File: src/mmu_pkg.sv
package mmu_pkg;

    localparam int ADDR_W = 32;
    localparam int VPN_W = 20;
    localparam int PFN_W = 20;
    localparam int OFFSET_W = ADDR_W - VPN_W; // 4 KB pages

    localparam int TLB_DEPTH = 8;
    localparam int TLB_IDX_W = $clog2(TLB_DEPTH);

    localparam int CATTR_W = 3; // Bit 0 clear means uncached
    localparam int SEG_SEL_W = 3; // Top address bits that select the segment

    typedef enum logic [1:0] {
        SEG_KUSEG = 2'd0, // 0x0000_0000 to 0x7fff_ffff, mapped
        SEG_KSEG0 = 2'd1, // 0x8000_0000 to 0x9fff_ffff, unmapped
        SEG_KSEG1 = 2'd2, // 0xa000_0000 to 0xbfff_ffff, unmapped and uncached
        SEG_KSEG23 = 2'd3 // 0xc000_0000 and up, mapped
    } seg_e;

    typedef enum logic {
        ACC_DATA = 1'b0,
        ACC_FETCH = 1'b1
    } access_e;

    typedef enum logic [1:0] {
        FAULT_NONE = 2'd0,
        FAULT_ADDR_ERR = 2'd1,
        FAULT_TLB_MISS = 2'd2
    } fault_e;

endpackage

File: src/mmu_stage_if.sv
interface mmu_stage_if import mmu_pkg::*; ();

    logic valid;
    access_e access;
    logic [ADDR_W-1:0] vaddr;
    seg_e seg;
    logic addr_err;
    logic [ADDR_W-1:0] unmapped_paddr;

    modport dec_mp (
        output valid,
        output access,
        output vaddr,
        output seg,
        output addr_err,
        output unmapped_paddr
    );

    modport resp_mp (
        input valid,
        input access,
        input vaddr,
        input seg,
        input addr_err,
        input unmapped_paddr
    );

endinterface

File: src/mmu_resp.sv
module mmu_resp import mmu_pkg::*; (
    input logic clk,
    input logic reset_i,

    input logic kseg0_uncached_i,
    mmu_stage_if.resp_mp dec_i,

    input logic tlb_hit_i,
    input logic [PFN_W-1:0] tlb_pfn_i,
    input logic [CATTR_W-1:0] tlb_cattr_i,

    output logic resp_valid_o,
    output access_e resp_access_o,
    output logic [ADDR_W-1:0] resp_paddr_o,
    output logic resp_uncached_o,
    output logic resp_mapped_o,
    output fault_e resp_fault_o
);

    logic [ADDR_W-1:0] paddr_d;
    logic uncached_d;
    logic mapped_d;
    fault_e fault_d;

    always_comb begin
        paddr_d = '0;
        uncached_d = 1'b0;
        mapped_d = 1'b0;
        fault_d = FAULT_NONE;
        if (dec_i.addr_err) begin
            fault_d = FAULT_ADDR_ERR; // Beats any TLB result
        end else begin
            case (dec_i.seg)
                SEG_KSEG1: begin
                    paddr_d = dec_i.unmapped_paddr;
                    uncached_d = 1'b1;
                end
                SEG_KSEG0: begin
                    paddr_d = dec_i.unmapped_paddr;
                    uncached_d = kseg0_uncached_i; // CP0 level at this stage
                end
                default: begin
                    mapped_d = 1'b1;
                    if (tlb_hit_i) begin
                        paddr_d = {tlb_pfn_i, dec_i.vaddr[OFFSET_W-1:0]};
                        uncached_d = ~tlb_cattr_i[0];
                    end else begin
                        fault_d = FAULT_TLB_MISS;
                    end
                end
            endcase
        end
    end

    always_ff @(posedge clk) begin
        if (reset_i) begin
            resp_valid_o <= 1'b0;
        end else begin
            resp_valid_o <= dec_i.valid;
        end
    end

    always_ff @(posedge clk) begin
        if (dec_i.valid) begin
            resp_access_o <= dec_i.access;
            resp_paddr_o <= paddr_d;
            resp_uncached_o <= uncached_d;
            resp_mapped_o <= mapped_d;
            resp_fault_o <= fault_d;
        end
    end

endmodule

File: src/mmu_seg_decode.sv
module mmu_seg_decode import mmu_pkg::*; (
    input logic clk,
    input logic reset_i,

    input logic req_valid_i,
    input logic [ADDR_W-1:0] req_addr_i,
    input access_e req_access_i,
    input logic user_mode_i,

    mmu_stage_if.dec_mp dec_o
);

    logic [SEG_SEL_W-1:0] seg_sel;
    seg_e seg_d;

    logic valid_q;
    access_e access_q;
    logic [ADDR_W-1:0] vaddr_q;
    seg_e seg_q;
    logic addr_err_q;
    logic [ADDR_W-1:0] paddr_q;

    assign seg_sel = req_addr_i[ADDR_W-1 -: SEG_SEL_W];

    always_comb begin
        case (seg_sel)
            3'b100: seg_d = SEG_KSEG0;
            3'b101: seg_d = SEG_KSEG1;
            3'b110,
            3'b111: seg_d = SEG_KSEG23;
            default: seg_d = SEG_KUSEG; // Bit 31 clear
        endcase
    end

    always_ff @(posedge clk) begin
        if (reset_i) begin
            valid_q <= 1'b0;
        end else begin
            valid_q <= req_valid_i; // One cycle strobe, no stall
        end
    end

    always_ff @(posedge clk) begin
        if (req_valid_i) begin
            access_q <= req_access_i;
            vaddr_q <= req_addr_i;
            seg_q <= seg_d;
            addr_err_q <= user_mode_i & req_addr_i[ADDR_W-1]; // Upper half is kernel only
            paddr_q <= {{SEG_SEL_W{1'b0}}, req_addr_i[ADDR_W-SEG_SEL_W-1:0]};
        end
    end

    assign dec_o.valid = valid_q;
    assign dec_o.access = access_q;
    assign dec_o.vaddr = vaddr_q;
    assign dec_o.seg = seg_q;
    assign dec_o.addr_err = addr_err_q;
    assign dec_o.unmapped_paddr = paddr_q;

endmodule

File: src/mmu_tlb.sv
module mmu_tlb import mmu_pkg::*; (
    input logic clk,
    input logic reset_i,

    input logic we_i,
    input logic [TLB_IDX_W-1:0] widx_i,
    input logic [VPN_W-1:0] wvpn_i,
    input logic [PFN_W-1:0] wpfn_i,
    input logic [CATTR_W-1:0] wcattr_i,

    input logic [VPN_W-1:0] lvpn_i,
    output logic hit_o,
    output logic [PFN_W-1:0] pfn_o,
    output logic [CATTR_W-1:0] cattr_o
);

    logic [TLB_DEPTH-1:0] valid_q;
    logic [VPN_W-1:0] vpn_q [TLB_DEPTH];
    logic [PFN_W-1:0] pfn_q [TLB_DEPTH];
    logic [CATTR_W-1:0] cattr_q [TLB_DEPTH];

    always_ff @(posedge clk) begin
        if (reset_i) begin
            valid_q <= '0;
        end else if (we_i) begin
            valid_q[widx_i] <= 1'b1;
        end
    end

    always_ff @(posedge clk) begin
        if (we_i) begin
            vpn_q[widx_i] <= wvpn_i;
            pfn_q[widx_i] <= wpfn_i;
            cattr_q[widx_i] <= wcattr_i;
        end
    end

    // Scan from the top entry down so the lowest matching index is the
    // last one assigned and wins when several entries share a VPN
    always_comb begin
        hit_o = 1'b0;
        pfn_o = '0;
        cattr_o = '0;
        for (int i = TLB_DEPTH - 1; i >= 0; i--) begin
            if (valid_q[i] && (vpn_q[i] == lvpn_i)) begin
                hit_o = 1'b1;
                pfn_o = pfn_q[i];
                cattr_o = cattr_q[i];
            end
        end
    end

endmodule

File: src/mmu_top.sv
module mmu_top import mmu_pkg::*; (
    input logic clk,
    input logic reset_i,

    input logic req_valid_i,
    input logic [ADDR_W-1:0] req_addr_i,
    input access_e req_access_i,
    input logic user_mode_i,
    input logic kseg0_uncached_i,

    input logic tlb_we_i,
    input logic [TLB_IDX_W-1:0] tlb_idx_i,
    input logic [VPN_W-1:0] tlb_vpn_i,
    input logic [PFN_W-1:0] tlb_pfn_i,
    input logic [CATTR_W-1:0] tlb_cattr_i,

    output logic resp_valid_o,
    output access_e resp_access_o,
    output logic [ADDR_W-1:0] resp_paddr_o,
    output logic resp_uncached_o,
    output logic resp_mapped_o,
    output fault_e resp_fault_o
);

    mmu_stage_if stage_if ();

    logic lookup_hit;
    logic [PFN_W-1:0] lookup_pfn;
    logic [CATTR_W-1:0] lookup_cattr;

    mmu_seg_decode i_seg_decode (
        .clk (clk),
        .reset_i (reset_i),
        .req_valid_i (req_valid_i),
        .req_addr_i (req_addr_i),
        .req_access_i (req_access_i),
        .user_mode_i (user_mode_i),
        .dec_o (stage_if.dec_mp)
    );

    mmu_tlb i_tlb (
        .clk (clk),
        .reset_i (reset_i),
        .we_i (tlb_we_i),
        .widx_i (tlb_idx_i),
        .wvpn_i (tlb_vpn_i),
        .wpfn_i (tlb_pfn_i),
        .wcattr_i (tlb_cattr_i),
        .lvpn_i (stage_if.vaddr[ADDR_W-1 -: VPN_W]), // Looked up in the second stage
        .hit_o (lookup_hit),
        .pfn_o (lookup_pfn),
        .cattr_o (lookup_cattr)
    );

    mmu_resp i_resp (
        .clk (clk),
        .reset_i (reset_i),
        .kseg0_uncached_i (kseg0_uncached_i),
        .dec_i (stage_if.resp_mp),
        .tlb_hit_i (lookup_hit),
        .tlb_pfn_i (lookup_pfn),
        .tlb_cattr_i (lookup_cattr),
        .resp_valid_o (resp_valid_o),
        .resp_access_o (resp_access_o),
        .resp_paddr_o (resp_paddr_o),
        .resp_uncached_o (resp_uncached_o),
        .resp_mapped_o (resp_mapped_o),
        .resp_fault_o (resp_fault_o)
    );

endmodule

File: config.mk
export PLATFORM = sky130hd
export DESIGN_NAME = mmu_top
export DESIGN_NICKNAME = d
export VERILOG_FILES = /design/src/mmu_pkg.sv /design/src/mmu_stage_if.sv /design/src/mmu_resp.sv /design/src/mmu_seg_decode.sv /design/src/mmu_tlb.sv /design/src/mmu_top.sv
export SDC_FILE = /design/constraint.sdc
export NUM_CORES = 1
export LEC_CHECK = 0
export ABC_AREA = 1
export CORE_MARGIN = 2
export CORE_UTILIZATION = 27
export CTS_CLUSTER_DIAMETER = 40
export DETAILED_ROUTE_END_ITERATION = 7
export DONT_BUFFER_PORTS = 1
export PLACE_DENSITY = 0.48
export SLEW_MARGIN = 10
export SYNTH_ARGS = -nofsm -noshare
export SYNTH_HDL_FRONTEND = slang
export SYNTH_SLANG_ARGS = --single-unit
export TNS_END_PERCENT = 30
File: constraint.sdc
create_clock -name clk -period 3.8 [get_ports clk]
set_clock_uncertainty 0.05 [all_clocks]
set_input_delay 0.57 -clock clk [delete_from_list [all_inputs] [get_ports clk]]
set_output_delay 0.57 -clock clk [all_outputs]
set_load 0.05 [all_outputs]
==> run_results.csv <==
group,metric,value,unit
run_status,status,"complete, no violations",
routing,viasPerCell,4.43,
routing,num_vias,11100,
worst_setup_path,crit_family,"simple AND/OR/NAND/NOR gates",
cts,clkTransAtPathRegs,0.06,ns
worst_setup_path,crit_chain,"inv_2 -> o21ai_0 -> nor2_1 -> nor3b_1 -> nand3_1 -> nand2_1 -> nor2_2 -> nand2_4 -> nand2_4 -> nor2_1 -> nand2_1 -> a21oi_1",
cts,post_cts_buffers,0,
worst_setup_path,worstPathMaxFanout,19,
yosys,synth_cells,1483,
final_layout,drive_above_1_share,12.4,%
grt,grt_pass1_wl,73300,um
yosys,synth-seq-cells,411,
placement,dpl_cell_area,0.0182,sq mm
cts,cts-root-buf,"clkbuf_16",
worst_setup_path,rrSetupSlack,0.55,ns
floorplanning,io_pins,123,
sta,worst_pin_slew,1.08,ns
run,max_cap_viol_count,0,
cts,h-tree-depth,2,
sta,slew_viol_final,0,
final_layout,final_common_cell,"nand2_1",
sta,slew_headroom,27.9,%
power_and_ir_drop,ir_drop,0.408,mV
sta,finalHoldViolations,0,
worst_setup_path,worst-setup-path-type,"register to register",
cts,cts_buffers,60,
sta,clock.fmax,307,MHz
power_and_ir_drop,leakage,7.93,nW
worst_setup_path,critPathLaunchType,"register",
routing,drc,0,
sta,setup_ws,0.546,ns
grt,grt_pass1_vias,10900,
routing,ant_nets,0,
min_path,min_to,"i_seg_decode.dec_o.addr_err$_DFFE_PP_",
final_layout,area_growth,23.5,%
yosys,synth_cell_types,43,
sta,setup_viol,0,
floorplanning,rows,92,
placement,dp_hpwl,33000,um
sta,finalCritPeriodShare,85.6,%
power_and_ir_drop,p_total,11.9,mW
worst_setup_path,crit_slowest_cell,"edfxtp_1",
sta,rsz0062_at_grt,"false",
worst_setup_path,cp_slowest_stage_delay,0.52,ns
cts,clock-sinks,411,
yosys,avgSynthCellArea,11.6,sq um
floorplanning,start_util,27.3,%
final_layout,n_fill_cell,6234,
yosys,ys_seq_area_share,71.3,%
grt,grtUsageTotal,15.2,%
floorplanning,die_w,256,um
floorplanning,dieArea,0.0657,sq mm
min_path,min-delay-path-class,"input pin to register",
min_path,worstHoldStart,"req_addr_i[31]",
worst_setup_path,r2r_start,"i_seg_decode.dec_o.vaddr[26]$_DFFE_PP_",
grt,grt_max_degree,43,
cts,clock_path_buffers,3,
placement,post-place-ws,0.535,ns
cts,clk_latency,0.65,ns
routing,drtPass1Iterations,5,
yosys,synth_nets,1570,
final_layout,fin_area,0.0212,sq mm
worst_setup_path,crit_required,4.20,ns
routing,drt-total-wl,50500,um
sta,period_minus_slack,3.25,ns
worst_setup_path,worstReg2RegEnd,"i_resp.resp_paddr_o[17]$_SDFFCE_PP0P_",
grt,antenna_found_initial,5,
min_path,min_path_cells,2,
worst_setup_path,cp.arrival,3.66,ns
routing,drtIter0Drc,856,
final_layout,layout_common_cells,"nand2_1, edfxtp_1, nor2_1",
placement,io_buffers,0,
routing,routedWlPerCell,20.2,um
placement,gp_congestion,0.836,
floorplanning,die_height,256,um
cts,tritoncts,"built",
floorplanning,core_area,0.0630,sq mm
grt,grt-ovfl-total,0,
worst_setup_path,cp-end-kind,"register",
final_layout,layout.nets,1686,
worst_setup_path,reg2reg_depth,12,
power_and_ir_drop,power_density,559,mW/mm^2
yosys,syn-cell-area,0.0172,sq mm
worst_setup_path,critPathBufInv,1,
yosys,yosysWarnings,0,
sta,fin_setup_tns,0,ns
## registers in the layout, indices dropped and copies added, names as in the netlist
name,cells
i_resp.resp_access_o,1
i_resp.resp_fault_o,2
i_resp.resp_mapped_o,1
i_resp.resp_paddr_o,32
i_resp.resp_uncached_o,1
i_resp.resp_valid_o,1
i_seg_decode.dec_o.access,1
i_seg_decode.dec_o.addr_err,1
i_seg_decode.dec_o.seg,2
i_seg_decode.dec_o.vaddr,32
i_seg_decode.dec_o.valid,1
i_tlb.cattr_q,8
i_tlb.pfn_q,160
i_tlb.valid_q,8
i_tlb.vpn_q,160
## cells in the mapped netlist
cell type,instances,area share (%)
a21oi_1,69,2.0
xnor2_1,29,1.5
o21ai_0,38,1.1
a211oi_1,2,0.087
or2_1,1,0.036
nand3_2,2,0.12
inv_1,92,2.0
buf_6,9,0.59
buf_2,20,0.58
nor4_1,3,0.11
nand2_4,2,0.13
o21ai_1,9,0.26
nand2_1,434,9.5
nand3_1,57,1.7
edfxtp_1,401,70
o2111ai_1,6,0.31
a211oi_4,1,0.12
inv_2,14,0.31
ha_1,2,0.15
o211ai_1,3,0.13
or2_2,4,0.15
clkinv_2,1,0.029
o221ai_1,1,0.051
nor3_1,1,0.029
o22ai_1,16,0.58
and3_1,1,0.036
nor2_8,1,0.12
nor2_2,15,0.55
nand2_2,5,0.18
nand4_4,1,0.12
a21oi_2,10,0.51
clkinv_1,1,0.022
nor3b_1,1,0.044
xor2_1,11,0.56
or2_0,2,0.073
clkbuf_1,11,0.24
dfxtp_1,10,1.2
nand4_1,5,0.18
buf_1,2,0.044
nand3b_4,1,0.12
buf_4,13,0.57
a22o_1,1,0.051
nor2_1,175,3.8
## worst register-to-register path, stage by stage (launching register included)
cell      delay [ns]
edfxtp_1        0.52
inv_2           0.29
o21ai_0         0.12
nor2_1          0.11
nor3b_1         0.31
nand3_1         0.37
nand2_1         0.43
nor2_2          0.10
nand2_4         0.08
nand2_4         0.19
nor2_1          0.18
nand2_1         0.06
a21oi_1         0.25
## per-stage QoR
step / util, % / hold WS [ns] / instances
floorplan: - / 0.350 / 1483
global placement: 29.0 / 0.351 / 2306
detailed placement: 29.0 / 0.383 / 2306
CTS: 33.7 / 0.0121 / 2497
global route: 33.7 / 0.0470 / 2499
finish: 33.7 / 0.0648 / 2500
## how the worst max path moves through the flow
stage                                                      start                                    end  slack [ns]  cells after the start
after floorplan                                         tlb_we_i          i_tlb.cattr_q[0][0]$_DFFE_PP_        0.81                      4
after global placement    i_seg_decode.dec_o.vaddr[30]$_DFFE_PP_  i_resp.resp_paddr_o[15]$_SDFFCE_PP0P_        0.57                     13
after detailed placement  i_seg_decode.dec_o.vaddr[26]$_DFFE_PP_  i_resp.resp_paddr_o[29]$_SDFFCE_PP0P_        0.54                     12
after CTS                 i_seg_decode.dec_o.vaddr[26]$_DFFE_PP_  i_resp.resp_paddr_o[29]$_SDFFCE_PP0P_        0.50                     12
after global routing      i_seg_decode.dec_o.vaddr[13]$_DFFE_PP_  i_resp.resp_paddr_o[30]$_SDFFCE_PP0P_        0.21                     15
final                     i_seg_decode.dec_o.vaddr[26]$_DFFE_PP_  i_resp.resp_paddr_o[17]$_SDFFCE_PP0P_        0.55                     12
## metal layers
| layer | track usage (%) | vias up | wire (um) |
|---|---|---|---|
| li1 | - | 5297 | - |
| met1 | 19.8 | 5383 | 21700 |
| met2 | 25.9 | 311 | 24700 |
| met3 | 2.61 | 88 | 2750 |
| met4 | 4.82 | 6 | 1320 |
| met5 | 0 | - | 43 |
## report_power, final
group | leakage (nW) | total [mW] | internal [mW] | switching, mW
Combinational | 3.17 | 0.587 | 0.188 | 0.399
Sequential | 3.73 | 5.39 | 5.18 | 0.209
Clock | 1.03 | 5.89 | 3.65 | 2.24
Total | 7.93 | 11.9 | 9.02 | 2.85
## area by class of cell
class / count / area [sq um] / share of cell area [%]
inverters: 108 / 407 / 1.92
repair buffers: 109 / 1070 / 5.05
flip-flops and latches: 411 / 12200 / 57.7
well taps: 846 / 1060 / 4.99
clock inverters: 51 / 663 / 3.13
multi-input cells: 909 / 4250 / 20.0
clock buffers: 63 / 1520 / 7.18
diodes: 3 / 7.51 / 0.0354
## cells by family after synthesis
logic type | after synthesis | share of synthesized area [%]
adder cells (fa/ha/maj) | 2 | 0.146
AND/OR/NAND/NOR | 711 | 17.0
flip-flops | 411 | 71.3
AO/OA/AOI/OAI | 156 | 5.21
buffers and inverters | 163 | 4.39
XOR/XNOR | 40 | 2.04
## repair_timing
action | 4_1_cts | 5_1_grt
resized for setup | 0 | 0
hold buffers | 77 | 0
hold endpoints to repair | 402 | 0
endpoints found under the setup margin | 0 | 0
No activity file was read; power rests on OpenSTA's default activity.
